## src/hw/raystore_defs.svh

```systemverilog
// Ray store sizes
`ifndef RAYSTORE_DEFS_SVH
`define RAYSTORE_DEFS_SVH

// bits in a ray id
`define RS_ADDR_W 9

// rays held
`define RS_DEPTH 512

// 32-bit words per ray, origin xyz then dir xyz
`define RS_WORDS 6

// response queue entries per lane
`define RS_QDEPTH 2

`endif

```

## src/hw/raystore_pkg.sv

```systemverilog
// Ray store types
`default_nettype none

`include "raystore_defs.svh"

package raystore_pkg;

	typedef logic [31:0] float_t;
	typedef logic [`RS_ADDR_W-1:0] ray_id_t;
	typedef logic [15:0] node_id_t;
	typedef logic [15:0] tri_id_t;

	typedef struct packed {
		float_t x;
		float_t y;
		float_t z;
	} vec3_t;

	// origin sits in the upper three words
	typedef struct packed {
		vec3_t origin;
		vec3_t dir;
	} ray_vec_t;

	typedef enum logic [1:0] {
		axis_x = 2'd0,
		axis_y = 2'd1,
		axis_z = 2'd2,
		leaf   = 2'd3
	} node_type_t;

	typedef struct packed {
		ray_id_t    ray_id;
		node_id_t   node_id;
		node_type_t node_type;
		float_t     t_min;
		float_t     t_max;
	} trav_req_t;

	typedef struct packed {
		ray_id_t    ray_id;
		node_id_t   node_id;
		node_type_t node_type;
		float_t     t_min;
		float_t     t_max;
		float_t     origin;
		float_t     dir;
	} trav_resp_t;

	typedef struct packed {
		ray_id_t ray_id;
		tri_id_t tri_id;
	} ic_req_t;

	typedef struct packed {
		ray_id_t  ray_id;
		tri_id_t  tri_id;
		ray_vec_t ray;
	} ic_resp_t;

	typedef enum logic [1:0] {
		trav0  = 2'd0,
		trav1  = 2'd1,
		icache = 2'd2
	} port_sel_t;

endpackage : raystore_pkg

`default_nettype wire

```

## src/hw/rs_wb_port.sv

```systemverilog
// Wishbone host port
`timescale 1ns/1ps
`default_nettype none

`include "raystore_defs.svh"

module rs_wb_port (
	input  wire logic                      clk,
	input  wire logic                      rst_n,
	input  wire logic                      wb_cyc,
	input  wire logic                      wb_stb,
	input  wire logic                      wb_we,
	input  wire logic [`RS_ADDR_W+2:0]     wb_adr,
	input  wire logic [31:0]               wb_dat_w,
	output logic [31:0]                    wb_dat_r,
	output logic                           wb_ack,
	output logic                           port_a_busy,
	output raystore_pkg::ray_id_t          ram_addr,
	output logic [`RS_WORDS-1:0]           ram_wen,
	output raystore_pkg::float_t           ram_wdata,
	input  wire raystore_pkg::ray_vec_t    ram_q
);

	logic       req;
	logic [2:0] word;
	logic [2:0] word_q;

	assign req = wb_cyc & wb_stb;
	assign word = wb_adr[2:0];
	assign port_a_busy = req;
	assign ram_addr = wb_adr[`RS_ADDR_W+2:3];
	assign ram_wdata = wb_dat_w;

	// words 6 and 7 drop writes
	always_comb begin
		ram_wen = '0;
		if (req && wb_we && !wb_ack && word < `RS_WORDS)
			ram_wen[word] = 1'b1;
	end

	always_ff @(posedge clk or negedge rst_n) begin
		if (!rst_n)
			wb_ack <= 1'b0;
		else
			wb_ack <= req & ~wb_ack;
	end

	always_ff @(posedge clk) begin
		if (req && !wb_ack)
			word_q <= word;
	end

	// RAM output lands in the ack cycle
	always_comb begin
		case (word_q)
			3'd0: wb_dat_r = ram_q.origin.x;
			3'd1: wb_dat_r = ram_q.origin.y;
			3'd2: wb_dat_r = ram_q.origin.z;
			3'd3: wb_dat_r = ram_q.dir.x;
			3'd4: wb_dat_r = ram_q.dir.y;
			3'd5: wb_dat_r = ram_q.dir.z;
			default: wb_dat_r = '0;
		endcase
	end

	a_single_ack: assert property (
		@(posedge clk) disable iff (!rst_n) wb_ack |=> !wb_ack
	) else $error("ack held for two cycles");

endmodule : rs_wb_port

`default_nettype wire

```

## config.mk

```make
export PLATFORM = sky130hd
export DESIGN_NAME = rs_wb_port
export DESIGN_NICKNAME = d
export VERILOG_FILES = /design/src/hw/raystore_pkg.sv /design/src/hw/rs_wb_port.sv
export VERILOG_INCLUDE_DIRS = /design/src /design/src/hw
export SDC_FILE = /design/constraint.sdc
export NUM_CORES = 1
export LEC_CHECK = 0
export BUFFER_PORTS_ARGS = -buffer_cell sky130_fd_sc_hd__clkbuf_2
export CORE_AREA = 2 2 125 127
export DETAILED_ROUTE_END_ITERATION = 16
export DIE_AREA = 0 0 127 129
export GPL_ROUTABILITY_DRIVEN = 1
export SYNTH_ARGS = -nofsm -noshare
export SYNTH_HDL_FRONTEND = slang
export SYNTH_SLANG_ARGS = --single-unit
```

## constraint.sdc

```tcl
create_clock -name clk -period 1.2 [get_ports clk]
set_input_delay 0.18 -clock clk [delete_from_list [all_inputs] [get_ports clk]]
set_output_delay 0.18 -clock clk [all_outputs]
set_load 0.02 [all_outputs]
```

==> metrics.md <==
| Metric | Value |
|---|---|
| Root Driver | clkbuf_16 |
| CTS buffer count | 3 |
| Syn Inst Count | 310 |
| Syn Area/Cell | just under 8 sq um |
| DP Cell Count | ~700 |
| Fin nets | 775 |
| Rel. slew slack | 79.8% |
| Max Clock Freq | roughly 530 MHz |
| Worst r2r path cells | 2 |
| Ant diodes | 0 |
| Worst R2R Setup Slack | 150 ps |
| Cell Chain, Critical Path | buf_4, clkbuf_16, nor2b_1, a221oi_2, o22ai_2, buf_4 |
| Tot GR Track Use | 11.1% |
| Port bufs | 239 |
| GPL Wtd Cong | slightly below 0.8 |
| Reg2Reg Launch Point | wb_ack |
| Worst hold path type | in2reg |
| Max Slew Vio Count | 0 |
| Final min period | approximately 1900 ps |
| Buf/Inv on CP | 3 |
| Vias | ~3200 |
| Final period utilization | 158% |
| Mapped cell area | about 0.0024 sq mm |
| Setup-failing EPs final | 38 |
| Global route overflow | 0 |
| First-pass GRT wire length | ~15 mm |
| Hpwl dp | 8.56 mm |
| Clk_lat worst skew | 230 ps |
| Critical Path Most Common Cell | buf_4 |
| CTS sink cnt | 4 |
| CTS clk-pin slew, worst paths | around 30 ps |
| Synthesized Nets | between 500 and 600 |
| Area grow syn2layout | 85.7% |
| H-tree levels | 1 |
| TNS Setup | -21520 ps |
| Die Area | ~0.016 sq mm |
| Synth unique cells | 37 |
| Startpoint class of the critical path | register |
| Top cells by area, synth | buf_4, mux2_2, mux2i_1 |
| TritonCTS clock tree | done |
| FF-to-FF End | word_q[0] |
| Fin worst setup slack | -691 ps |
| Post-synth ARST share | between 20% and 30% |
| Post-route DRC violation count | 0 |
| Chip Width | 127 um |
| Dominant synthesized flop cell | edfxtp_1 |
| Vias in the first global route | between 3000 and 4000 |
| DRT Wirelength | around 11 mm |
| Clk_skew | roughly 0.91 ps |
| Crit Path Max Fanout | 10 |
| Layout Cells excl Fill | around 720 |
| Total Power | 2.07 mW |
| Worst path slowest cell | edfxtp_1 |
| Cell area after placement | between 0.003 and 0.004 sq mm |
| Worst hold slack | 175 ps |
| Initial antenna violation count | 0 |
| CP required | slightly above 1000 ps |
| CORE AREA | roughly 0.015 sq mm |
| Most frequent cell after synthesis | buf_4 |
| Design area | around 0.0044 sq mm |
| Critical Path Start | word_q[2] |
| Max IR drop VDD | approximately 0.73 mV |
| Routed Antenna Nets | 0 |
| Sequential-to-total area share from yosys stat | just under 5% |
| Largest net degree at the start of global routing | 39 |
| Layout cells sized above 1 | 72.4% |
| Worst path depth | 6 |
| CP peak stage delay | about 440 ps |
| Maximum buffer depth of the clock tree | 2 |
| CP delay by family, top | buffers and inverters |
| Top cell type's share of synthesized area | ~14% |
| Pwr per Cell Area | 466 mW/mm^2 |
| End point of the critical path | wb_dat_r[8] |
| Commonest cells in the netlist | buf_4, nand2_1, a21oi_1 |
| I/O pin total | 322 |
| Filler instances | between 1500 and 2000 |
| Leakage | between 2 and 2.5 nW |
| Outcome | complete, but fails checks |
| Initial core utilization | ~16% |
| Die Y | about 130 um |
| Rows | 45 |
| Max cap viols | 0 |
| Synth area leader | buf_4 |
| Post-synth EDFFs | 3 |
| Crit path kind | reg2out |
| Final hold vios | 0 |
| First-pass detailed-route iteration total | 4 |
| Critical path capture point type | output pin |
| Wire per inst | between 10 and 15 um |
| RSZ-0062 raised after global routing | yes |
| Count of state elements after synthesis | 4 |
| Routed vias/inst | ~4.5 |
| Failing checks | setup timing |
| Worst EP arrival | 1710 ps |
| Worst slew pin tran | approximately 300 ps |
| Yosys warns | 0 |
| Initial DRC count | 83 |
what timing repair did:
item | CTS | global route
setup endpoints to repair | 38 | 41
pin swaps | 2 | 8
setup buffers | 1 | 5
gates resized for setup | 45 | 81
gates cloned | 0 | 3
endpoints found under the hold margin | 1 | 0
hold buffers | 1 | 0
through the flow:
step | setup slack [ps] | utilization (%)
floorplan | -348 | -
global placement | -530 | 25.8
detailed placement | -533 | 25.8
CTS | -700 | 27.6
global route | -748 | 29.6
finish | -691 | 29.6
flip-flops by register name, summed over array words and instances, names as in the netlist:
register / count
word_q: 3
wb_ack: 1
power by group:
part / internal (mW) / switching, mW
logic: 0.755 / 0.606
clock network: 0.440 / 0.103
registers: 0.158 / 0.00586
total: 1.35 / 0.715
logic make-up after synthesis:
| group | synth area share [%] |
|---|---|
| multiplexers | 23.5 |
| flip-flops | 4.82 |
| AO/OA/AOI/OAI | 26.2 |
| buffers and inverters | 23.3 |
| AND/OR/NAND/NOR | 22.2 |
routing by layer:
metal	up-vias	global-route usage [%]	wire, um
met5	-	0	0
met3	24	2.91	830
met4	0	2.78	221
met1	1507	13.2	4140
li1	1568	-	-
met2	149	20.1	5520
cell usage in the layout, fill, tap and decap left out, types with 12 or more instances in the layout:
cell type / netlist / layout
nand2_1: 30 / 24
nor2b_1: 20 / 18
mux2i_1: 16 / 16
mux2_4: 8 / 17
nor3b_2: 0 / 12
o211ai_1: 17 / 17
buf_4: 45 / 55
mux2_2: 17 / 16
a21oi_2: 0 / 13
a32oi_1: 16 / 15
clkbuf_2: 0 / 205
area by class of cell:
type / instances / area (sq um) / area share (%)
inverters: 2 / 7.51 / 0.169
well taps: 188 / 235 / 5.31
flip-flops and latches: 4 / 116 / 2.62
clock buffers: 4 / 78.8 / 1.78
multi-input cells: 231 / 2060 / 46.4
repair buffers: 292 / 1940 / 43.7
how the worst min path moves through the flow:
stage,from,to,slack (ps),depth (start not counted)
finish,wb_adr[0],word_q[0],180,1
global route,wb_adr[0],word_q[0],190,1
CTS,wb_adr[0],word_q[0],170,1
detailed placement,rst_n,wb_ack,-40,1
global placement,rst_n,wb_ack,-40,1
floorplan,rst_n,wb_ack,-120,0
Power figures use the tool's default switching activity.
