$ cat src/hw/raystore_defs.svh
// Ray store sizes
`ifndef RAYSTORE_DEFS_SVH
`define RAYSTORE_DEFS_SVH

// bits in a ray id
`define RS_ADDR_W 9

// rays held
`define RS_DEPTH 512

// 32-bit words per ray, origin xyz then dir xyz
`define RS_WORDS 6

// response queue entries per lane
`define RS_QDEPTH 2

`endif

$ cat src/hw/raystore_pkg.sv
// Ray store types
`default_nettype none

`include "raystore_defs.svh"

package raystore_pkg;

	typedef logic [31:0] float_t;
	typedef logic [`RS_ADDR_W-1:0] ray_id_t;
	typedef logic [15:0] node_id_t;
	typedef logic [15:0] tri_id_t;

	typedef struct packed {
		float_t x;
		float_t y;
		float_t z;
	} vec3_t;

	// origin sits in the upper three words
	typedef struct packed {
		vec3_t origin;
		vec3_t dir;
	} ray_vec_t;

	typedef enum logic [1:0] {
		axis_x = 2'd0,
		axis_y = 2'd1,
		axis_z = 2'd2,
		leaf   = 2'd3
	} node_type_t;

	typedef struct packed {
		ray_id_t    ray_id;
		node_id_t   node_id;
		node_type_t node_type;
		float_t     t_min;
		float_t     t_max;
	} trav_req_t;

	typedef struct packed {
		ray_id_t    ray_id;
		node_id_t   node_id;
		node_type_t node_type;
		float_t     t_min;
		float_t     t_max;
		float_t     origin;
		float_t     dir;
	} trav_resp_t;

	typedef struct packed {
		ray_id_t ray_id;
		tri_id_t tri_id;
	} ic_req_t;

	typedef struct packed {
		ray_id_t  ray_id;
		tri_id_t  tri_id;
		ray_vec_t ray;
	} ic_resp_t;

	typedef enum logic [1:0] {
		trav0  = 2'd0,
		trav1  = 2'd1,
		icache = 2'd2
	} port_sel_t;

endpackage : raystore_pkg

`default_nettype wire

$ cat src/hw/rs_arb.sv
// Ray store arbiter
`timescale 1ns/1ps
`default_nettype none

module rs_arb (
	input  wire logic                 clk,
	input  wire logic                 rst_n,
	input  wire logic [2:0]           req_valid,
	input  wire logic [2:0]           lane_ready,
	input  wire logic                 port_a_busy,
	output logic [2:0]                grant,
	output logic [2:0]                data_sel,
	output raystore_pkg::port_sel_t   sel_a,
	output raystore_pkg::port_sel_t   sel_b,
	output logic [2:0]                req_stall
);

	logic [1:0] rr_ptr;
	logic [2:0] eligible;

	assign eligible = req_valid & lane_ready;

	always_ff @(posedge clk or negedge rst_n) begin
		if (!rst_n) begin
			rr_ptr <= 2'd0;
		end else if (|req_valid) begin
			rr_ptr <= (rr_ptr == 2'd2) ? 2'd0 : rr_ptr + 2'd1;
		end
	end

	// walk clients from the pointer, first pick to port a, second to port b
	always_comb begin : pick
		int          slot;
		int unsigned taken;
		int unsigned limit;
		logic [1:0]  idx;

		grant = '0;
		data_sel = '0;
		sel_a = raystore_pkg::trav0;
		sel_b = raystore_pkg::trav0;
		taken = 0;
		limit = port_a_busy ? 1 : 2;
		for (int k = 0; k < 3; k++) begin
			slot = rr_ptr + k;
			if (slot >= 3)
				slot = slot - 3;
			idx = slot[1:0];
			if (eligible[idx] && taken < limit) begin
				grant[idx] = 1'b1;
				if (!port_a_busy && taken == 0) begin
					sel_a = raystore_pkg::port_sel_t'(idx);
				end else begin
					sel_b = raystore_pkg::port_sel_t'(idx);
					data_sel[idx] = 1'b1;
				end
				taken++;
			end
		end
	end

	assign req_stall = req_valid & ~grant;

	// two RAM read ports bound the grants
	a_max_two_grants: assert property (
		@(posedge clk) disable iff (!rst_n) $countones(grant) <= 2
	) else $error("more than two grants");

	// host access owns port a
	a_no_port_a_when_busy: assert property (
		@(posedge clk) disable iff (!rst_n) port_a_busy |-> !(|(grant & ~data_sel))
	) else $error("port a granted while host busy");

endmodule : rs_arb

`default_nettype wire

$ cat config.mk
export PLATFORM = sky130hd
export DESIGN_NAME = rs_arb
export DESIGN_NICKNAME = d
export VERILOG_FILES = /design/src/hw/raystore_pkg.sv /design/src/hw/rs_arb.sv
export VERILOG_INCLUDE_DIRS = /design/src /design/src/hw
export SDC_FILE = /design/constraint.sdc
export NUM_CORES = 1
export LEC_CHECK = 0
export BUFFER_PORTS_ARGS = -buffer_cell sky130_fd_sc_hd__buf_4
export CORE_ASPECT_RATIO = 2
export CORE_UTILIZATION = 30
export CTS_BUF_LIST = sky130_fd_sc_hd__clkbuf_2 sky130_fd_sc_hd__clkbuf_4 sky130_fd_sc_hd__clkbuf_8
export DETAILED_ROUTE_END_ITERATION = 10
export HOLD_SLACK_MARGIN = 0.06
export PLACE_DENSITY_LB_ADDON = 0.3
export SETUP_SLACK_MARGIN = 0.5
export SKIP_CTS_REPAIR_TIMING = 1
export SYNTH_ARGS = -nofsm -noshare
export SYNTH_HDL_FRONTEND = slang
export SYNTH_SLANG_ARGS = --single-unit
$ cat constraint.sdc
create_clock -name clk -period 8.95 [get_ports clk]
set_input_delay 0.895 -clock clk [delete_from_list [all_inputs] [get_ports clk]]
set_output_delay 0.895 -clock clk [all_outputs]
set_load 0.1 [all_outputs]
==> key figures <==
Logic synthesis
  – Post-synthesis cell type count: 44
  – Post-synthesis register bit count: 2
  – Net count after synthesis: 113
  – Ys Warns: 0
  – Syn Std Cell Area: 790 µm²
  – Register area share after synthesis: about 6.3%
  – Main synth FF type: dfrtp_1
  – EDFF count, synth: 0
  – Ys async rst share: 100%
  – Synth Area per Inst: 8.14 µm²
  – Cells after synthesis: 97

Worst setup path
  – Max stage delay on crit path: between 600 and 700 ps
  – Crit path DAT: ~3800 ps
  – Crit path required time: slightly above 8000 ps
  – CP max-delay cell: ha_1
  – Critical-path maximum fanout: 18
  – Worst path cell trace: inv_1 > ha_1 > nand3_1 > a221oi_2 > nand2_1 > ha_1 > nand2b_1 > a221oi_4 > nand3_2 > mux2_1 > buf_4
  – WS Path Type: flip-flop to output pin
  – R2R cell count: 3
  – CP endpoint kind: output pin
  – Crit path launch type: flip-flop
  – CP dominant cell by count: ha_1
  – Register-to-register setup slack: 7810 ps

Clock tree
  – Skew-Pair Late Insertion Delay: between 200 and 250 ps
  – Root buffer cell: clkbuf_8
  – CTS Buf Count: 3
  – CTS tree: done
  – H-Tree Depth: 1
  – Longest Clk Path Bufs: 2
  – Sink Count: 2
  – CTS clk-pin slew, worst paths: 30 ps

Timing
  – Final Hold Slack: 463 ps
  – Final Skew: 0.452 ps
  – Post-route clock period utilization: 51.9%
  – Final TNS setup: 0 ps
  – Max transition margin: 55.3%
  – Worst Tran Pin Value: ~670 ps
  – Achievable Freq: 0.215 GHz
  – Fin crit period: 4650 ps
  – Final Hold Fails: 0
  – Endpoints failing setup: 0
  – RSZ-0062 raised after global routing: false
  – Max-slew violations: 0

Global route
  – Total global routing overflow: 0
  – Initial antenna violation count: 0
  – Largest net degree at the start of global routing: 19
  – Vias in the first global route: 932
  – First-pass GRT wire length: 4.02 mm
  – Total GRT Usage: 19.5%

Routing
  – DR vias/cell: 6.32
  – DR iter-0 viols: 43
  – Via count: 904
  – Final WL: between 2 and 2.5 mm
  – Routed Antenna Nets: 0
  – Router iterations before antenna repair: 4
  – Drc violations: 0
  – DR WL/cell: 17.2 µm

Cells and area
  – Area delta synth->final: 25.4%
  – Largest reg by FF count: rr_ptr
  – Largest regs: rr_ptr x2
  – Area of the multi-input gates: 676 µm²
  – Reg area: 50.0 µm²
  – Filler instances: 276
  – Fin nets: 133
  – Share of cells above drive strength 1: 29.6%
  – Max reg flops: 2
  – N_diodes: 0

Floorplan
  – Die Ht: 74.6 µm
  – Initial Utilization: a little under a third
  – Die footprint: 0.00285 mm²
  – Die width: 38.3 µm
  – I/O Pins: 22
  – Row count: 26
  – Placeable Area: 0.00254 mm²

Place
  – GP Congestion: between 0.8 and 0.9
  – Dpl hpwl: 1.95 mm
  – IO buf count: 21

Run
  – Max-cap violations: 0

Outcome
  – Status: finished, final reports clean

Worst hold path
  – Worst min path class: primary input to async pin
-- final timing paths --
| kind | start | to |
|---|---|---|
| max in group asynchronous | rst_n | rr_ptr[0]$_DFFE_PN0P_ |
| setup / recovery | rr_ptr[0]$_DFFE_PN0P_ | sel_b[1] |
| setup reg to reg | rr_ptr[1]$_DFFE_PN0P_ | rr_ptr[1]$_DFFE_PN0P_ |
| hold reg to reg | rr_ptr[1]$_DFFE_PN0P_ | rr_ptr[1]$_DFFE_PN0P_ |
| min in group clk | rr_ptr[1]$_DFFE_PN0P_ | rr_ptr[1]$_DFFE_PN0P_ |
| hold / removal | rst_n | rr_ptr[1]$_DFFE_PN0P_ |
-- final cells by class --
| cell class | count | area share, % |
|---|---|---|
| timing repair buffer | 21 | 15.9 |
| tap | 28 | 3.54 |
| inverter | 8 | 3.03 |
| clock buffer | 3 | 4.17 |
| sequential | 2 | 5.06 |
| multi-input combinational | 81 | 68.3 |
-- layout by cell type, fill, tap and decap left out, types with 2 or more instances in the layout --
master,n
a21oi_1,5
a221o_1,2
a31oi_1,2
buf_4,21
clkbuf_8,3
dfrtp_1,2
ha_1,7
inv_1,8
mux2_2,3
mux2i_1,3
nand2_1,6
nand3_1,3
nand4_1,3
nand4b_4,2
nand4bb_1,2
nor2_1,6
nor3_1,3
nor4_1,2
o2111a_1,2
o211ai_1,3
o21ai_0,4
o32ai_1,2
-- per-stage QoR --
stage / util [%] / area [µm²] / setup slack, ps / cells
after floorplan: - / 790 / 2580 / 97
after global placement: 37.4 / 948 / 4690 / 140
after detailed placement: 37.4 / 948 / 4560 / 140
after CTS: 39.0 / 990 / 4300 / 143
after global routing: 39.0 / 990 / 4050 / 143
final: 39.0 / 990 / 4300 / 143
-- cells in the mapped netlist (all sizes together) (3+ instances only) --
| cell | n | area [µm²] |
|---|---|---|
| inv | 8 | 30.0 |
| ha | 7 | 87.6 |
| nand2 | 6 | 22.5 |
| nor2 | 6 | 22.5 |
| a21oi | 5 | 25.0 |
| buf | 4 | 26.3 |
| mux2 | 4 | 45.0 |
| nand3 | 4 | 25.0 |
| o21ai | 4 | 20.0 |
| a221oi | 3 | 50.1 |
| mux2i | 3 | 30.0 |
| nand4 | 3 | 18.8 |
| nor3 | 3 | 15.0 |
| o211ai | 3 | 22.5 |
-- metal layers --
| metal | global-route usage (%) | vias to the layer above | routed length [µm] |
|---|---|---|---|
| met5 | 0 | - | 0 |
| met4 | 12.7 | 0 | 92 |
| met3 | 1.79 | 7 | 52 |
| met2 | 37.5 | 19 | 1430 |
| met1 | 17.9 | 447 | 881 |
| li1 | - | 431 | - |
-- cells by family (layout without fill, tap and decap cells) --
family,after synthesis,after routing,share of synthesized area [%]
AOI/OAI and AO/OA,31,31,32.6
adders and majority gates,7,7,11.1
buffers and inverters,14,32,8.08
DFF,2,2,6.34
muxes,7,7,9.51
and+or+nand+nor,36,36,32.3
-- critical path: cells and delay by family (launching register included) --
family,cells,cell delay [ps]
AO/OA/AOI/OAI,2,840
adder cells (fa/ha/maj),2,930
buffers and inverters,2,320
flip-flops,1,370
multiplexers,1,350
AND/OR/NAND/NOR,4,730
Power is left out: the tool's default activity adds up to more than one toggle a clock period on the data nets, which glitch-free logic cannot reach.
