<file path="src/hw/raystore_defs.svh">
// Ray store sizes
`ifndef RAYSTORE_DEFS_SVH
`define RAYSTORE_DEFS_SVH

// bits in a ray id
`define RS_ADDR_W 9

// rays held
`define RS_DEPTH 512

// 32-bit words per ray, origin xyz then dir xyz
`define RS_WORDS 6

// response queue entries per lane
`define RS_QDEPTH 2

`endif

</file>
<file path="src/hw/raystore_pkg.sv">
// Ray store types
`default_nettype none

`include "raystore_defs.svh"

package raystore_pkg;

	typedef logic [31:0] float_t;
	typedef logic [`RS_ADDR_W-1:0] ray_id_t;
	typedef logic [15:0] node_id_t;
	typedef logic [15:0] tri_id_t;

	typedef struct packed {
		float_t x;
		float_t y;
		float_t z;
	} vec3_t;

	// origin sits in the upper three words
	typedef struct packed {
		vec3_t origin;
		vec3_t dir;
	} ray_vec_t;

	typedef enum logic [1:0] {
		axis_x = 2'd0,
		axis_y = 2'd1,
		axis_z = 2'd2,
		leaf   = 2'd3
	} node_type_t;

	typedef struct packed {
		ray_id_t    ray_id;
		node_id_t   node_id;
		node_type_t node_type;
		float_t     t_min;
		float_t     t_max;
	} trav_req_t;

	typedef struct packed {
		ray_id_t    ray_id;
		node_id_t   node_id;
		node_type_t node_type;
		float_t     t_min;
		float_t     t_max;
		float_t     origin;
		float_t     dir;
	} trav_resp_t;

	typedef struct packed {
		ray_id_t ray_id;
		tri_id_t tri_id;
	} ic_req_t;

	typedef struct packed {
		ray_id_t  ray_id;
		tri_id_t  tri_id;
		ray_vec_t ray;
	} ic_resp_t;

	typedef enum logic [1:0] {
		trav0  = 2'd0,
		trav1  = 2'd1,
		icache = 2'd2
	} port_sel_t;

endpackage : raystore_pkg

`default_nettype wire

</file>
<file path="src/hw/rs_trav_lane.sv">
// Traversal response lane
`timescale 1ns/1ps
`default_nettype none

`include "raystore_defs.svh"

module rs_trav_lane (
	input  wire logic                    clk,
	input  wire logic                    rst_n,
	input  wire logic                    grant,
	input  wire logic                    data_sel,
	input  wire raystore_pkg::trav_req_t req,
	input  wire raystore_pkg::ray_vec_t  q_a,
	input  wire raystore_pkg::ray_vec_t  q_b,
	output logic                         ready,
	output raystore_pkg::trav_resp_t     resp,
	output logic                         resp_valid,
	input  wire logic                    resp_stall
);

	localparam int PTR_W = $clog2(`RS_QDEPTH);
	localparam int CNT_W = $clog2(`RS_QDEPTH + 1);

	raystore_pkg::trav_req_t  req_q;
	raystore_pkg::ray_vec_t   vec;
	raystore_pkg::trav_resp_t entry;
	raystore_pkg::trav_resp_t queue [`RS_QDEPTH];
	logic                     sel_q;
	logic                     inflight;
	logic [PTR_W-1:0]         wr_ptr;
	logic [PTR_W-1:0]         rd_ptr;
	logic [CNT_W-1:0]         count;
	logic                     push;
	logic                     pop;

	// request waits here while the RAM reads
	always_ff @(posedge clk) begin
		if (grant) begin
			req_q <= req;
			sel_q <= data_sel;
		end
	end

	always_ff @(posedge clk or negedge rst_n) begin
		if (!rst_n)
			inflight <= 1'b0;
		else
			inflight <= grant;
	end

	assign vec = sel_q ? q_b : q_a;

	always_comb begin
		entry.ray_id = req_q.ray_id;
		entry.node_id = req_q.node_id;
		entry.node_type = req_q.node_type;
		entry.t_min = req_q.t_min;
		entry.t_max = req_q.t_max;
		case (req_q.node_type)
			raystore_pkg::axis_x: begin
				entry.origin = vec.origin.x;
				entry.dir = vec.dir.x;
			end
			raystore_pkg::axis_y: begin
				entry.origin = vec.origin.y;
				entry.dir = vec.dir.y;
			end
			raystore_pkg::axis_z: begin
				entry.origin = vec.origin.z;
				entry.dir = vec.dir.z;
			end
			default: begin
				entry.origin = '0;
				entry.dir = '0;
			end
		endcase
	end

	assign push = inflight;
	assign pop = resp_valid & ~resp_stall;

	always_ff @(posedge clk) begin
		if (push)
			queue[wr_ptr] <= entry;
	end

	always_ff @(posedge clk or negedge rst_n) begin
		if (!rst_n) begin
			wr_ptr <= '0;
			rd_ptr <= '0;
			count <= '0;
		end else begin
			if (push)
				wr_ptr <= wr_ptr + 1'b1;
			if (pop)
				rd_ptr <= rd_ptr + 1'b1;
			case ({push, pop})
				2'b10: count <= count + 1'b1;
				2'b01: count <= count - 1'b1;
				default: count <= count;
			endcase
		end
	end

	assign resp_valid = (count != '0);
	assign resp = queue[rd_ptr];

	// in-flight read holds a slot too
	assign ready = (count + inflight) < `RS_QDEPTH;

	a_no_overflow: assert property (
		@(posedge clk) disable iff (!rst_n) push |-> (count < `RS_QDEPTH || pop)
	) else $error("push into full queue");

endmodule : rs_trav_lane

`default_nettype wire

</file>
<file path="config.mk">
export PLATFORM = sky130hd
export DESIGN_NAME = rs_trav_lane
export DESIGN_NICKNAME = d
export VERILOG_FILES = /design/src/hw/raystore_pkg.sv /design/src/hw/rs_trav_lane.sv
export VERILOG_INCLUDE_DIRS = /design/src /design/src/hw
export SDC_FILE = /design/constraint.sdc
export NUM_CORES = 1
export LEC_CHECK = 0
export BUFFER_PORTS_ARGS = -buffer_cell sky130_fd_sc_hd__buf_4
export CORE_UTILIZATION = 26
export CTS_CLUSTER_DIAMETER = 80
export DETAILED_ROUTE_END_ITERATION = 8
export PLACE_DENSITY = 0.53
export REMOVE_ABC_BUFFERS = 1
export SYNTH_ARGS = -nofsm -noshare
export SYNTH_HDL_FRONTEND = slang
export SYNTH_SLANG_ARGS = --single-unit
</file>
<file path="constraint.sdc">
create_clock -name clk -period 8.23 [get_ports clk]
set_input_delay 0.823 -clock clk [delete_from_list [all_inputs] [get_ports clk]]
set_output_delay 0.823 -clock clk [all_outputs]
set_load 0.005 [all_outputs]
</file>
==> impl_metrics.toml <==
[final_layout]
area.growth.synth_to_final_pct = 40.9
drive_gt1_share_pct = 61.1
seq_area_mm2 = 0.0122
fin_area_mm2 = 0.0250
final_nets = 2076
nFillCells = 6413
multi_input_area_mm2 = 0.00520

[place]
hpwl_mm = 40.9
portBuffers = 636
placedInstanceArea_mm2 = 0.0234
place_ws_ps = 5160
gp_congestion = 0.831

[logic_synthesis]
synth_area_mm2 = 0.0177
synthTopCellsByArea = "edfxtp_1 68%, mux2_2 11%, mux2i_1 7.2%"
synthArstFlopShare_pct = 1.23
synth_top_area_share_pct = 68.0
syn_avg_cell_area_um2 = 18.5
yosys.area.top_type = "edfxtp_1"
ys_warn_count = 0
synth_edf_count = 402
yosys.cell_count.top_type = "edfxtp_1"
yosysSeqAreaShare_pct = 68.7
ys_ff_latch = 407
yosys_most_used_dff = "edfxtp_1"
netlist_instances = 957
ys_types = 24
synthTopCellsByCount = "402 x edfxtp_1, 167 x mux2_2, 128 x mux2i_1"

[sta]
worst-slew-pin-transition_ps = 1040
tns_ps = 0
fin_crit_ps = 3610
slew_headroom_pct = 30.9
rsz0062_at_grt = "no"
report.final.hold_viol_count = 0
worst_slack_ps = 4620
max_freq_mhz = 277
finalMaxSlewViolations = 0
skew_ps = 23.5
finalSetupViolCount = 0
period_share_pct = 43.9

[pwr]
power_frac_comb_pct = 27.6
p_per_area_mw_per_mm2 = 278
switching_share_pct = 26.6
ir_worst_vdd_mv = 0.164
leakage_uw = 0.00996
p_clk_share_pct = 30.9
p_sw_uw = 1850
seqPwrFrac_pct = 41.5
p_int_uw = 5100

[route]
wirelength_mm = 55.1
drc = 0
final_antenna_net_count = 0
vias = 11000
drtIter0Drc = 561
firstDrtPassIters = 4
viasPerCell = 4.40
avgRoutedWirePerCell_um = 22.0

[clocking]
cts_hold_buf = 0
cts_resized = 0
cts_max_level = 2
ctsLongestPathBuffers = 3
numCtsBuffers = 46
clkTransAtPathRegs_ps = 60
root_buffer = "clkbuf_16"
post-cts-setup-buffers = 0
clk_latency_ps = 560
cts_tree = "built"
clock_sinks = 407

[setup_path]
worstRegToRegCells = 4
cp-end-kind = "output pin"
worstPathCellList = "buf_4, mux2_2, buf_4"
crit_top_cell = "buf_4"
critPathSlowestCell = "buf_4"
worstPathArrival_ps = 2790
r2r_end = "queue[1][4]"
cp_top_family = "buffers and inverters"
critPathMaxFanout = 69
cpPeakStageDelay_ps = 780
reg2reg_setup_slack_ps = 5330
required_ps = 7410
worstPathBufferInverterCount = 2
critical_path_class = "flip-flop to output pin"
crit_path_start_kind = "flip-flop"
r2r-start = "sel_q"

[floorplan]
start_util_pct = 26.3
core_mm2 = 0.0674
dieHeight_um = 263
die_x_um = 263
rows = 95
io_pins = 637
dieArea_mm2 = 0.0693

[grt]
overflow = 0
grt_pass1_vias = 11800
grtUsageTotal_pct = 15.4
grt_max_degree = 101
grt_pass1_wl_mm = 78.7
antenna_found_initial = 9

[worst_hold_path]
hp-class = "primary input to asynchronous set/reset pin"

[run]
drv_cap = 0

[status]
outcome = "complete, no violations"
-- flip-flops by register name (all words and copies together) (netlist names) --
register  count
queue       310
inflight      1
sel_q         1
wr_ptr        1
count         2
entry        91
rd_ptr        1
-- worst reg2reg max path, cell delays in order (launching register included) --
cell	delay [ps]
edfxtp_1	370
buf_12	440
buf_4	1000
mux2i_1	520
o221ai_2	250
-- power groups by stage --
stage          logic [uW]  registers (uW)  clock network, uW
4_1_cts              1980            2890               2210
5_1_grt              2060            2920               2290
3_5_place_dp         1970            2930                  0
3_3_place_gp         1960            2930                  0
6_report             1920            2890               2150
2_1_floorplan         936            3030                  0
-- area by class of cell --
| class | instances | share of cell area, % |
|---|---|---|
| sequential | 407 | 48.8 |
| multi-input combinational | 490 | 20.8 |
| timing repair buffer | 649 | 19.5 |
| clock buffer | 54 | 4.72 |
| tap | 873 | 4.37 |
| clock inverter | 30 | 1.70 |
| antenna | 3 | 0.0300 |
| inverter | 1 | 0.0150 |
-- worst max-delay path by stage --
stage | startpoint | to | slack [ps] | depth (start not counted)
floorplan | inflight | queue[0][0] | 660 | 2
global placement | rd_ptr | resp[20] | 5160 | 3
detailed placement | rd_ptr | resp[20] | 5160 | 3
CTS | rd_ptr | resp[20] | 4530 | 3
global route | rd_ptr | resp[21] | 4470 | 3
finish | rd_ptr | resp[21] | 4620 | 3
-- cell usage in the layout (no fill, tap or decap), types with 2 or more instances in the layout --
cell type	n
mux2_4	52
o221ai_1	12
diode_2	3
mux2i_1	128
nand2_1	64
o221ai_2	52
mux2_2	167
clkinv_4	2
xnor2_1	2
nand2b_4	2
xor2_1	3
buf_4	648
bufinv_16	9
nor2_4	2
clkbuf_1	8
clkinvlp_4	3
clkinv_1	7
dfrtp_1	4
clkinv_2	5
edfxtp_1	402
clkinv_8	2
clkbuf_16	46
-- per-layer routing --
layer,vias to the layer above,routed length (um),track usage [%]
met4,4,903,3.79
li1,5107,-,-
met2,405,29100,28.1
met1,5442,21800,18.0
met3,64,3270,3.64
met5,-,28,0
-- through the flow --
| stage | utilization [%] | total power [uW] | std cells | hold slack [ps] |
|---|---|---|---|---|
| floorplan | - | 3970 | 898 | 421 |
| global placement | 34.7 | 4890 | 2420 | 422 |
| detailed placement | 34.7 | 4910 | 2420 | 429 |
| CTS | 37.1 | 7090 | 2504 | 8.91 |
| global route | 37.1 | 7270 | 2506 | 7.81 |
| finish | 37.1 | 6950 | 2507 | 50.7 |
-- logic make-up after synthesis --
group,Yosys count,synth area share [%]
AOI/OAI and AO/OA,65,5.02
xor gates and xnor gates,5,0.247
adders and majority gates,1,0.0705
buffers and inverters,60,2.10
DFF,407,68.7
muxes,347,22.2
and+or+nand+nor,72,1.59
(Power assumes the default switching activity.)
