--- src/hw/raystore_defs.svh ---
// Ray store sizes
`ifndef RAYSTORE_DEFS_SVH
`define RAYSTORE_DEFS_SVH

// bits in a ray id
`define RS_ADDR_W 9

// rays held
`define RS_DEPTH 512

// 32-bit words per ray, origin xyz then dir xyz
`define RS_WORDS 6

// response queue entries per lane
`define RS_QDEPTH 2

`endif

--- src/hw/raystore_pkg.sv ---
// Ray store types
`default_nettype none

`include "raystore_defs.svh"

package raystore_pkg;

	typedef logic [31:0] float_t;
	typedef logic [`RS_ADDR_W-1:0] ray_id_t;
	typedef logic [15:0] node_id_t;
	typedef logic [15:0] tri_id_t;

	typedef struct packed {
		float_t x;
		float_t y;
		float_t z;
	} vec3_t;

	// origin sits in the upper three words
	typedef struct packed {
		vec3_t origin;
		vec3_t dir;
	} ray_vec_t;

	typedef enum logic [1:0] {
		axis_x = 2'd0,
		axis_y = 2'd1,
		axis_z = 2'd2,
		leaf   = 2'd3
	} node_type_t;

	typedef struct packed {
		ray_id_t    ray_id;
		node_id_t   node_id;
		node_type_t node_type;
		float_t     t_min;
		float_t     t_max;
	} trav_req_t;

	typedef struct packed {
		ray_id_t    ray_id;
		node_id_t   node_id;
		node_type_t node_type;
		float_t     t_min;
		float_t     t_max;
		float_t     origin;
		float_t     dir;
	} trav_resp_t;

	typedef struct packed {
		ray_id_t ray_id;
		tri_id_t tri_id;
	} ic_req_t;

	typedef struct packed {
		ray_id_t  ray_id;
		tri_id_t  tri_id;
		ray_vec_t ray;
	} ic_resp_t;

	typedef enum logic [1:0] {
		trav0  = 2'd0,
		trav1  = 2'd1,
		icache = 2'd2
	} port_sel_t;

endpackage : raystore_pkg

`default_nettype wire

--- src/hw/rs_icache_lane.sv ---
// Intersection cache response lane
`timescale 1ns/1ps
`default_nettype none

`include "raystore_defs.svh"

module rs_icache_lane (
	input  wire logic                   clk,
	input  wire logic                   rst_n,
	input  wire logic                   grant,
	input  wire logic                   data_sel,
	input  wire raystore_pkg::ic_req_t  req,
	input  wire raystore_pkg::ray_vec_t q_a,
	input  wire raystore_pkg::ray_vec_t q_b,
	output logic                        ready,
	output raystore_pkg::ic_resp_t      resp,
	output logic                        resp_valid,
	input  wire logic                   resp_stall
);

	localparam int PTR_W = $clog2(`RS_QDEPTH);
	localparam int CNT_W = $clog2(`RS_QDEPTH + 1);

	raystore_pkg::ic_req_t  req_q;
	raystore_pkg::ic_resp_t entry;
	raystore_pkg::ic_resp_t queue [`RS_QDEPTH];
	logic                   sel_q;
	logic                   inflight;
	logic [PTR_W-1:0]       wr_ptr;
	logic [PTR_W-1:0]       rd_ptr;
	logic [CNT_W-1:0]       count;
	logic                   pop;

	always_ff @(posedge clk) begin
		if (grant) begin
			req_q <= req;
			sel_q <= data_sel;
		end
	end

	always_ff @(posedge clk or negedge rst_n) begin
		if (!rst_n)
			inflight <= 1'b0;
		else
			inflight <= grant;
	end

	// whole ray from whichever port served it
	assign entry.ray_id = req_q.ray_id;
	assign entry.tri_id = req_q.tri_id;
	assign entry.ray = sel_q ? q_b : q_a;

	assign pop = resp_valid & ~resp_stall;

	always_ff @(posedge clk) begin
		if (inflight)
			queue[wr_ptr] <= entry;
	end

	always_ff @(posedge clk or negedge rst_n) begin
		if (!rst_n) begin
			wr_ptr <= '0;
			rd_ptr <= '0;
			count <= '0;
		end else begin
			if (inflight)
				wr_ptr <= wr_ptr + 1'b1;
			if (pop)
				rd_ptr <= rd_ptr + 1'b1;
			case ({inflight, pop})
				2'b10: count <= count + 1'b1;
				2'b01: count <= count - 1'b1;
				default: count <= count;
			endcase
		end
	end

	assign resp_valid = (count != '0);
	assign resp = queue[rd_ptr];
	assign ready = (count + inflight) < `RS_QDEPTH;

endmodule : rs_icache_lane

`default_nettype wire

--- config.mk ---
export PLATFORM = sky130hd
export DESIGN_NAME = rs_icache_lane
export DESIGN_NICKNAME = d
export VERILOG_FILES = /design/src/hw/raystore_pkg.sv /design/src/hw/rs_icache_lane.sv
export VERILOG_INCLUDE_DIRS = /design/src /design/src/hw
export SDC_FILE = /design/constraint.sdc
export NUM_CORES = 1
export LEC_CHECK = 0
export BUFFER_PORTS_ARGS = -buffer_cell sky130_fd_sc_hd__buf_2
export CELL_PAD_IN_SITES_DETAIL_PLACEMENT = 0
export CELL_PAD_IN_SITES_GLOBAL_PLACEMENT = 1
export CORE_ASPECT_RATIO = 0.75
export CORE_MARGIN = 5
export CORE_UTILIZATION = 35
export CTS_CLUSTER_SIZE = 10
export DETAILED_ROUTE_END_ITERATION = 6
export GPL_TIMING_DRIVEN = 1
export PLACE_DENSITY = 0.7
export SLEW_MARGIN = 5
export SYNTH_ARGS = -nofsm -noshare
export SYNTH_HDL_FRONTEND = slang
export SYNTH_SLANG_ARGS = --single-unit
--- constraint.sdc ---
create_clock -name clk -period 13.9 [get_ports clk]
set_input_delay 0.695 -clock clk [delete_from_list [all_inputs] [get_ports clk]]
set_output_delay 0.695 -clock clk [all_outputs]
set_load 0.03 [all_outputs]
==> flow_metrics.tcl, run 1 <==
set metrics [dict create \
    run_status "complete, no violations" \
    yosysTopAreaCell "sky130_fd_sc_hd__edfxtp_1" \
    grt_setup_unrepaired "no" \
    syn-instance-count 932 \
    synth_edf_count 460 \
    path_class "flip-flop to output port" \
    timing.max_cap.violations 0 \
    area.sequential_um2 13940 \
    worst-r2r-cell-count 3 \
    vias 10663 \
    critPathMostFrequentCell "sky130_fd_sc_hd__buf_4" \
    final_max_slew_viol_count 0 \
    final_nets 2003 \
    synth-async-reset-ratio_pct 1.075 \
    timing.critical_path.slowest_cell_delay_ps 940 \
    leakagePower_nw 9.742 \
    worst_skew_pair.late_latency_ps 570 \
    timing.hold.worst_path_depth 1 \
    floorplan.initialDensity_pct 35.51 \
    worstSetupPathDepth 4 \
    first_pass_iters 4 \
    post_dp_cell_area_um2 23190 \
    fillers 4837 \
    wirelength_um 46650 \
    critPathBufInv 3 \
    worstPathCellList "buf_4 > buf_4 > mux2_2 > buf_2" \
    power.share.sequential_pct 39.6 \
    crit_path_end_kind "output port" \
    synthTopCellsByArea "sky130_fd_sc_hd__edfxtp_1, sky130_fd_sc_hd__mux2_2, sky130_fd_sc_hd__mux2_4" \
    min_period_over_period_pct 32.44 \
    netlist-cell-type-count 17 \
    pre_cts_slack_ps 9900 \
    max_freq_ghz 0.2218 \
    boundaryPins 633 \
    initial_antenna_violation_count 1 \
    grt_pass1_vias 11249 \
    clk_pin_slew_worst_setup_hold_paths_ps 60 \
    seq_area_frac_synth_pct 71.85 \
    dp.final_hpwl_um 33640 \
    power.share.clock_pct 24.6 \
    tritoncts.num_buffers 53 \
    cts_tree "done" \
    max-slew-margin-rel_pct 30.96 \
    cts_root_buffer "sky130_fd_sc_hd__clkbuf_16" \
    placeable_core_region_um2 54630 \
    drt-wirelength-per-cell_um 19.98 \
    postLayoutCoreUtil_pct 45.21 \
    fraction_of_layout_cells_with_a_size_suffix_above_1_pct 69.47 \
    die-area_um2 60280 \
    drt-vias-per-instance 4.567 \
    powerDensity_nw_per_um2 202.5 \
    setup-violations-final 0 \
    drc_violation_count_after_routing 0 \
    worstPathRequired_ps 13200 \
    switchingPower_mw 1.728 \
    comb_power_share_pct 35.9 \
    multi_input_comb_area_um2 5079 \
    power_mw 5.001 \
    timing.hold.worst.class "input port to flip-flop" \
    arrival_ps 3810 \
    synth_most_common_cell "sky130_fd_sc_hd__edfxtp_1" \
    power.switching_fraction_pct 34.55 \
    cts_repair_resize_count 0 \
    final-hold-violation-count 0 \
    critical_path.top_delay_family "buffers and inverters" \
    cts_num_sinks 465 \
    cts_max_level 2 \
    clockBufferDepth 3 \
    irDropWorstVdd_v 0.0001223 \
    worst-slew-pin-transition_ps 1036 \
    synth_common_cells "sky130_fd_sc_hd__edfxtp_1, sky130_fd_sc_hd__mux2_2, sky130_fd_sc_hd__mux2_4, sky130_fd_sc_hd__buf_4, sky130_fd_sc_hd__buf_2" \
    portBuffers 632 \
    die_x_um 281.8 \
    globalplace.congestion 0.7796 \
    grt_first_pass_wirelength_um 66790 \
    internal-power_mw 3.273 \
    grt.overflow.total 0 \
    die_height_um 213.9 \
    synth.yosys.warnings 0 \
    cts_setup_buffers 0 \
    grt_start_max_net_pins 75 \
    cts_hold_buffers 1 \
    finClkSkew_ps 21.79 \
    first_iter_violations 457 \
    synth_ff_type "sky130_fd_sc_hd__edfxtp_1" \
    area_growth_syn_to_layout_pct 27.31 \
    syn-num-nets 1347 \
    cp_max_fo 60 \
    final_critical_path_setup_slack_ps 9391 \
    postLayoutCellArea_um2 24700 \
    row_count 74 \
    gr-usage-all-layers_pct 14.48 \
    critPathLaunchType "flip-flop" \
    postSynthRegisterBits 465 \
    period_needed_ps 4509 \
    fin_setup_tns_ps 0 \
    combined_area_of_all_synthesized_cells_um2 19400 \
    avgSynthCellArea_um2 20.81 \
    cell_type_of_the_slowest_stage_on_the_worst_timing_path "sky130_fd_sc_hd__dfrtp_4" \
    detail-route-antenna-nets 0 \
    synth.top_cell.area_share_pct 71.21 \
]
[logic make-up (layout without fill, tap and decap cells)]
family          count (synthesis)  count (layout)  share of synthesized area [%]
flops                         465             465                          71.85
simple gates                    5               5                         0.1355
buf+inv                        46             722                          2.019
other cells                     0               5                              0
xor+xnor                        5               5                         0.2258
fa+ha+maj                       1               1                        0.06449
mux                           409             409                          25.68
compound gates                  1               1                        0.02578
[sequential cells by signal, indices dropped and copies added, names as in the netlist]
| name | cells |
|---|---|
| sel_q | 1 |
| inflight | 1 |
| queue | 434 |
| rd_ptr | 1 |
| count | 2 |
| wr_ptr | 1 |
| entry | 25 |
[placed cells by master (no fill, tap or decap), types with 2 or more instances in the layout]
cell                        Yosys  routed
sky130_fd_sc_hd__xnor2_1        2       2
sky130_fd_sc_hd__buf_4         20      13
sky130_fd_sc_hd__xor2_1         3       3
sky130_fd_sc_hd__diode_2        0       5
sky130_fd_sc_hd__clkbuf_1       0      15
sky130_fd_sc_hd__dfrtp_1        5       4
sky130_fd_sc_hd__buf_2         13     632
sky130_fd_sc_hd__clkinv_2       0       2
sky130_fd_sc_hd__edfxtp_1     460     460
sky130_fd_sc_hd__mux2_4       100     100
sky130_fd_sc_hd__mux2_2       309     309
sky130_fd_sc_hd__clkbuf_16      0      55
[per-layer routing]
metal / global-route usage [%] / routed length (um) / vias to the layer above / share of wire [%]
met5: 0 / 0 / - / 0
met4: 4.050 / 932 / 0 / 2.0
met3: 4.985 / 3984 / 63 / 8.5
met2: 25.26 / 23720 / 401 / 51
met1: 17.23 / 18020 / 5213 / 39
li1: - / - / 4986 / -
[power by group through the flow]
stage	combinational [mW]	sequential [mW]	clock (mW)
5_1_grt	1.90	2.00	1.33
6_report	1.79	1.98	1.23
4_1_cts	1.83	1.98	1.28
2_1_floorplan	1.38	2.03	0
3_5_place_dp	1.83	2.01	0
3_3_place_gp	1.81	2.00	0
[layout make-up]
class / instances / area share (%)
multi-input cells: 421 / 20.56
well taps: 722 / 3.658
clock inverters: 5 / 0.2128
repair buffers: 646 / 13.24
inverters: 1 / 0.01520
flip-flops and latches: 465 / 56.45
clock buffers: 70 / 5.801
diodes: 5 / 0.05066
[final timing paths]
path / from / end / slack, ps
setup / recovery: rd_ptr / resp[56] / 9390
setup reg to reg: wr_ptr / queue[1][102] / 11000
hold / removal: req[8] / entry[200] / 300
min in group asynchronous: rst_n / inflight / 520
max in group asynchronous: rst_n / rd_ptr / 13230
hold reg to reg: entry[205] / queue[0][205] / 440
[through the flow]
step                      std cells  hold slack [ps]
after floorplan                 932            399.4
after global routing           2331            254.3
after CTS                      2330            245.2
final                          2335            298.9
after global placement         2254            423.1
after detailed placement       2254            431.7
(Power assumes the default switching activity.)
==> run 2, diff against run 1 <==
Settings changed: ABC_AREA from default to 1, PLACE_DENSITY 0.7 to 0.78.
Clock period 13.9 ns to 4 ns, I/O delays scaled along.
==> run 2 against run 1 <==
  * Utilization rose by 5.4 points
  * Via count grew 45%
  * Register-to-register slack got worse by 9700 ps
  * Sequential cell count is the same
  * Die area about the same
  * Synthesized area rose by 0.10%
  * Final cell count rose by 48%
  * Non-clock buffer count up 297
  * Sequential share of layout area is 6.1 points lower
  * Routed wire length up 21%
  * Critical path depth up 1
  * Final area rose by 12%
  * Largest cell class unchanged
  * Highest routed layer is now met5
==> flow_metrics.tcl, run 2 <==
set metrics [dict create \
    die_x_um 282.0 \
    fraction_of_layout_cells_with_a_size_suffix_above_1_pct 26.09 \
    critPathLaunchType "flip-flop" \
    wirelength_um 56230 \
    combined_area_of_all_synthesized_cells_um2 19420 \
    grt_pass1_vias 15876 \
    initial_antenna_violation_count 3 \
    arrival_ps 2820 \
    area.sequential_um2 13940 \
    grt_start_max_net_pins 125 \
    yosysTopAreaCell "sky130_fd_sc_hd__edfxtp_1" \
    final_nets 3132 \
    cp_max_fo 95 \
    final_max_slew_viol_count 0 \
    leakagePower_nw 12.75 \
    vias 15455 \
    cts_hold_buffers 293 \
    min_period_over_period_pct 75.39 \
    synth_ff_type "sky130_fd_sc_hd__edfxtp_1" \
    period_needed_ps 3016 \
    powerDensity_nw_per_um2 657.2 \
    floorplan.initialDensity_pct 35.49 \
    irDropWorstVdd_v 0.0004146 \
    postSynthRegisterBits 465 \
    regMostFlops "queue" \
    r2r_start "sel_q" \
    tritoncts.num_buffers 54 \
    postLayoutCoreUtil_pct 50.57 \
    syn-num-nets 2223 \
    worst_hold_start "q_b[129]" \
    cts_root_buffer "sky130_fd_sc_hd__clkbuf_16" \
    netlist-cell-type-count 18 \
    synthTopCellsByArea "sky130_fd_sc_hd__edfxtp_1, sky130_fd_sc_hd__nand2_1, sky130_fd_sc_hd__inv_1" \
    detail-route-antenna-nets 0 \
    finClkSkew_ps 29.82 \
    crit_path_end_kind "output port" \
    fin_setup_tns_ps 0 \
    synth_common_cells "sky130_fd_sc_hd__nand2_1, sky130_fd_sc_hd__edfxtp_1, sky130_fd_sc_hd__inv_1, sky130_fd_sc_hd__o21ai_0, sky130_fd_sc_hd__o21ai_1" \
    first_pass_iters 7 \
    max_freq_ghz 0.3316 \
    gr-usage-all-layers_pct 17.66 \
    most-common-layout-cells "sky130_fd_sc_hd__nand2_1, sky130_fd_sc_hd__buf_2, sky130_fd_sc_hd__edfxtp_1, sky130_fd_sc_hd__dlygate4sd3_1, sky130_fd_sc_hd__inv_1" \
    die-area_um2 60340 \
    drc_violation_count_after_routing 0 \
    cts_tree "done" \
    path_class "flip-flop to output port" \
    drt-wirelength-per-cell_um 16.23 \
    placeable_core_region_um2 54720 \
    row_count 74 \
    synth_edf_count 460 \
    final-hold-violation-count 0 \
    seq_area_frac_synth_pct 71.78 \
    grt.overflow.total 0 \
    cts_setup_buffers 0 \
    dp.final_hpwl_um 38680 \
    worst_skew_pair.late_latency_ps 590 \
    fillers 4824 \
    boundaryPins 633 \
    globalplace.congestion 0.8833 \
    synth_most_common_cell "sky130_fd_sc_hd__nand2_1" \
    final_common_cell "sky130_fd_sc_hd__nand2_1" \
    synth.top_cell.area_share_pct 71.13 \
    die_height_um 214.0 \
    clockBufferDepth 3 \
    cts_max_level 2 \
    largest_register_ffs 434 \
    cts_num_sinks 465 \
    avgSynthCellArea_um2 10.74 \
    setup-violations-final 0 \
    clk_pin_slew_worst_setup_hold_paths_ps 50 \
    timing.hold.worst.class "input port to flip-flop" \
    cts_repair_resize_count 0 \
    first_iter_violations 887 \
    run_status "complete, no violations" \
    grt_setup_unrepaired "no" \
    worstPathRequired_ps 3800 \
    drt-vias-per-instance 4.460 \
    syn-instance-count 1808 \
    multi_input_comb_area_um2 4224 \
    startpoint "rd_ptr" \
    timing.max_cap.violations 0 \
    area_growth_syn_to_layout_pct 42.51 \
    portBuffers 632 \
    max-slew-margin-rel_pct 27.32 \
    grt_first_pass_wirelength_um 84730 \
    hold_slack_ps 21.03 \
    worst-slew-pin-transition_ps 1079 \
    synth-async-reset-ratio_pct 1.075 \
    synth.yosys.warnings 0 \
]
-- run 2: cell types whose count changed after synthesis, moves of 2 or more --
cell	delta
sky130_fd_sc_hd__clkbuf_1	+12
sky130_fd_sc_hd__o21ai_0	+130
sky130_fd_sc_hd__mux2_2	-309
sky130_fd_sc_hd__o21ai_1	+62
sky130_fd_sc_hd__buf_8	-10
sky130_fd_sc_hd__mux2_4	-100
sky130_fd_sc_hd__nand2_1	+852
sky130_fd_sc_hd__buf_4	+8
sky130_fd_sc_hd__clkbuf_2	+6
sky130_fd_sc_hd__buf_2	+30
sky130_fd_sc_hd__xor2_1	-2
sky130_fd_sc_hd__nand3_1	+2
sky130_fd_sc_hd__inv_1	+200
-- run 2: stage by stage --
| stage | power, mW | setup WS [ps] | std cells | cell area, um2 |
|---|---|---|---|---|
| global placement | 13.78 | 1595 | 3090 | 23220 |
| detailed placement | 13.85 | 1549 | 3090 | 23220 |
| global route | 19.19 | 803.8 | 3464 | 27670 |
| floorplan | 11.53 | -124.2 | 1808 | 19430 |
| finish | 18.19 | 984.4 | 3465 | 27670 |
| CTS | 18.45 | 903.2 | 3462 | 27670 |
-- run 2: kinds of logic after synthesis --
family,count (synthesis),synth area share (%)
buffers and inverters,291,6.521
adders and majority gates,1,0.06442
DFF,465,71.78
and+or+nand+nor,856,16.57
xor gates and xnor gates,2,0.09022
AOI/OAI and AO/OA,193,4.974
-- run 2: power by group --
| part | total [mW] | switching, mW | internal [mW] |
|---|---|---|---|
| combinational | 7.05 | 5.22 | 1.83 |
| sequential | 6.87 | 0.307 | 6.56 |
| clock | 4.27 | 1.80 | 2.47 |
| total | 18.2 | 7.33 | 10.9 |
-- run 2: layout make-up --
cell class                 count  share of cell area, %
sequential                   465                  50.38
timing repair buffer         943                  22.83
multi-input combinational   1052                  15.26
clock buffer                  71                  5.150
tap                          722                  3.264
inverter                     201                  2.758
clock inverter                 8                 0.3255
antenna                        3                0.02713
-- run 2: path summary, 6_finish.rpt --
| check | depth (start not counted) | endpoint | slack (ps) |
|---|---|---|---|
| setup reg to reg | 4 | queue[0][148] | 1330 |
| min in group asynchronous | 3 | count[1] | 540 |
| max in group asynchronous | 3 | rd_ptr | 3240 |
| setup / recovery | 5 | resp[163] | 980 |
| hold reg to reg | 0 | queue[0][213] | 440 |
| hold / removal | 3 | queue[0][129] | 20 |
-- run 2: metal layers --
metal / vias up / share of wire (%) / global-route usage [%]
met5: - / 0.018 / 0
met4: 2 / 2.6 / 5.106
met3: 101 / 7.4 / 4.278
met2: 528 / 52 / 32.52
met1: 7161 / 38 / 20.35
li1: 7663 / - / -
-- run 2: worst max-delay path, stage by stage, from the launching register on --
cell,delay [ps]
sky130_fd_sc_hd__dfrtp_4,670
sky130_fd_sc_hd__inv_6,600
sky130_fd_sc_hd__buf_12,340
sky130_fd_sc_hd__nand2_1,100
sky130_fd_sc_hd__nand2_1,100
sky130_fd_sc_hd__buf_2,210
==> run 3, diff against run 2 <==
Clock period 4 ns to 2.7 ns, I/O delays scaled along.
==> run 3 against run 2 <==
  * Sequential cell count unchanged
  * Hold slack improved by 1.6 ps
  * Utilization increased by 1.3 points
  * Sequential share of layout area decreased by 1.3 points
  * First-iteration DRC count increased by 12%
  * Non-clock buffer count increased by 73
  * Setup slack got worse by 770 ps
  * Routed wire length decreased by 0.11%
  * Combinational power increased by 53%
  * Die area unchanged
  * Final area increased by 2.6%
  * Highest routed layer unchanged
==> flow_metrics.tcl, run 3 (synthesis gave the netlist of run 2 again) <==
set metrics [dict create \
    tritoncts.num_buffers 53 \
    timing.max_cap.violations 0 \
    timing.hold.worst.class "input port to flip-flop" \
    die_height_um 214.0 \
    grt_start_max_net_pins 119 \
    critPathLaunchType "flip-flop" \
    cts_num_sinks 465 \
    cts_max_level 2 \
    die_x_um 282.0 \
    most-common-layout-cells "sky130_fd_sc_hd__nand2_1, sky130_fd_sc_hd__buf_2, sky130_fd_sc_hd__edfxtp_1, sky130_fd_sc_hd__dlygate4sd3_1, sky130_fd_sc_hd__inv_1" \
    vias 15759 \
    worst_skew_pair.late_latency_ps 570 \
    whs_endpoint "queue[1][90]" \
    postLayoutCellArea_um2 28380 \
    globalplace.congestion 0.8763 \
    powerDensity_nw_per_um2 953.1 \
    placeable_core_region_um2 54720 \
    detail-route-antenna-nets 0 \
    die-area_um2 60340 \
    worst_hold_start "q_a[90]" \
    cts_setup_buffers 0 \
    timing.hold.worst_path_depth 3 \
    critPathMostFrequentCell "sky130_fd_sc_hd__nand2_1" \
    finClkSkew_ps 10.75 \
    first_iter_violations 990 \
    clk_pin_slew_worst_setup_hold_paths_ps 50 \
    grt_pass1_vias 16297 \
    grt_setup_unrepaired "no" \
    worstPathRequired_ps 2570 \
    end_of_the_worst_register_to_register_path "queue[0][112]" \
    final_nets 3204 \
    power_mw 27.05 \
    wirelength_um 56170 \
    path_class "flip-flop to output port" \
    period_needed_ps 2488 \
    worst-r2r-cell-count 4 \
    max-slew-margin-rel_pct 45.63 \
    cell_type_of_the_slowest_stage_on_the_worst_timing_path "sky130_fd_sc_hd__dfrtp_4" \
    fillers 4745 \
    setup-violations-final 0 \
    drt-vias-per-instance 4.464 \
    irDropWorstVdd_v 0.0005472 \
    portBuffers 632 \
    clockBufferDepth 3 \
    final_max_slew_viol_count 0 \
    row_count 74 \
    max_freq_ghz 0.4019 \
    cts_tree "done" \
    final_common_cell "sky130_fd_sc_hd__nand2_1" \
    regMostFlops "queue" \
    drc_violation_count_after_routing 0 \
    leakagePower_nw 13.08 \
    worst-slew-pin-transition_ps 807.1 \
    crit_path_end_kind "output port" \
    min_period_over_period_pct 92.15 \
    fraction_of_layout_cells_with_a_size_suffix_above_1_pct 25.65 \
    largest_register_ffs 434 \
    initial_antenna_violation_count 3 \
    rrSetupSlack_ps 650 \
    gr-usage-all-layers_pct 17.72 \
    post_dp_cell_area_um2 23360 \
    first_pass_iters 5 \
    critical_path.top_delay_family "buffers and inverters" \
    final-hold-violation-count 0 \
    timing.critical_path.slowest_cell_delay_ps 640 \
    arrival_ps 2350 \
    critPathBufInv 3 \
    worstPathCellList "inv_8 > buf_12 > nand2_1 > nand2_1 > buf_2" \
    hold_slack_ps 22.66 \
    grt.overflow.total 0 \
    r2r_start "sel_q" \
    floorplan.initialDensity_pct 35.49 \
    cp_max_fo 55 \
    area_growth_syn_to_layout_pct 46.15 \
    grt_first_pass_wirelength_um 85050 \
    cts_root_buffer "sky130_fd_sc_hd__clkbuf_16" \
    drt-wirelength-per-cell_um 15.91 \
    run_status "complete, no violations" \
    dp.final_hpwl_um 37340 \
    boundaryPins 633 \
]
-- run 3: cell types whose count changed in the layout (fill, tap and decap cells not counted), sizes merged --
cell,delta
dlygate4sd3,+66
buf,+7
clkbuf,-4
clkinv,-3
diode,-2
inv,+2
clkinvlp,-1
-- run 3: worst max path at each step --
| stage | startpoint | slack [ps] | cells past startpoint | end |
|---|---|---|---|---|
| 2_1_floorplan | wr_ptr | -1420 | 2 | queue[1][0] |
| 3_3_place_gp | rd_ptr | 680 | 5 | resp[70] |
| 3_5_place_dp | rd_ptr | 680 | 5 | resp[70] |
| 4_1_cts | rd_ptr | 40 | 5 | resp[70] |
| 5_1_grt | rd_ptr | 50 | 5 | resp[70] |
| 6_report | rd_ptr | 210 | 5 | resp[70] |
-- run 3: power breakdown --
part / leakage, nW / internal, mW / switching [mW]
Sequential: 4.42 / 9.71 / 0.411
Combinational: 7.97 / 2.93 / 7.85
Clock: 0.696 / 3.55 / 2.61
Total: 13.1 / 16.2 / 10.9
-- run 3: layout make-up --
class | count | area (um2) | share of cell area, %
antenna | 1 | 2.502 | 0.008817
clock buffer | 67 | 1389 | 4.894
sequential | 465 | 13940 | 49.12
inverter | 201 | 765.7 | 2.698
multi-input combinational | 1052 | 4224 | 14.88
tap | 722 | 903.4 | 3.183
timing repair buffer | 1016 | 7119 | 25.08
clock inverter | 6 | 35.03 | 0.1234
-- run 3: worst reg2reg max path, cell delays in order (launching register included) --
cell                            delay, ps
sky130_fd_sc_hd__edfxtp_1             370
sky130_fd_sc_hd__buf_12               230
sky130_fd_sc_hd__buf_12               350
sky130_fd_sc_hd__o21ai_0              240
sky130_fd_sc_hd__dlygate4sd3_1        610
-- run 3: metal layers --
metal  part of all wire, %  up-vias  global-route usage (%)
li1                      -     7807                       -
met1                    38     7338                   19.97
met2                    51      508                   32.89
met3                   7.1      104                   4.147
met4                   3.0        2                   5.808
met5                 0.014        -                       0
-- run 3: timing repair --
| action | CTS | global route |
|---|---|---|
| endpoints found under the setup margin | 0 | 3 |
| resized for setup | 0 | 1 |
| hold buffers | 359 | 0 |
| hold endpoints to repair | 382 | 0 |
-- run 3: metrics by stage --
stage / TNS (ps) / setup slack, ps / instances / utilization, %
CTS: 0 / 36.91 / 3529 / 51.86
global route: 0 / 50.34 / 3530 / 51.87
finish: 0 / 211.9 / 3530 / 51.87
floorplan: -617310 / -1424 / 1808 / -
global placement: 0 / 683.1 / 3097 / 42.69
detailed placement: 0 / 679.5 / 3097 / 42.69
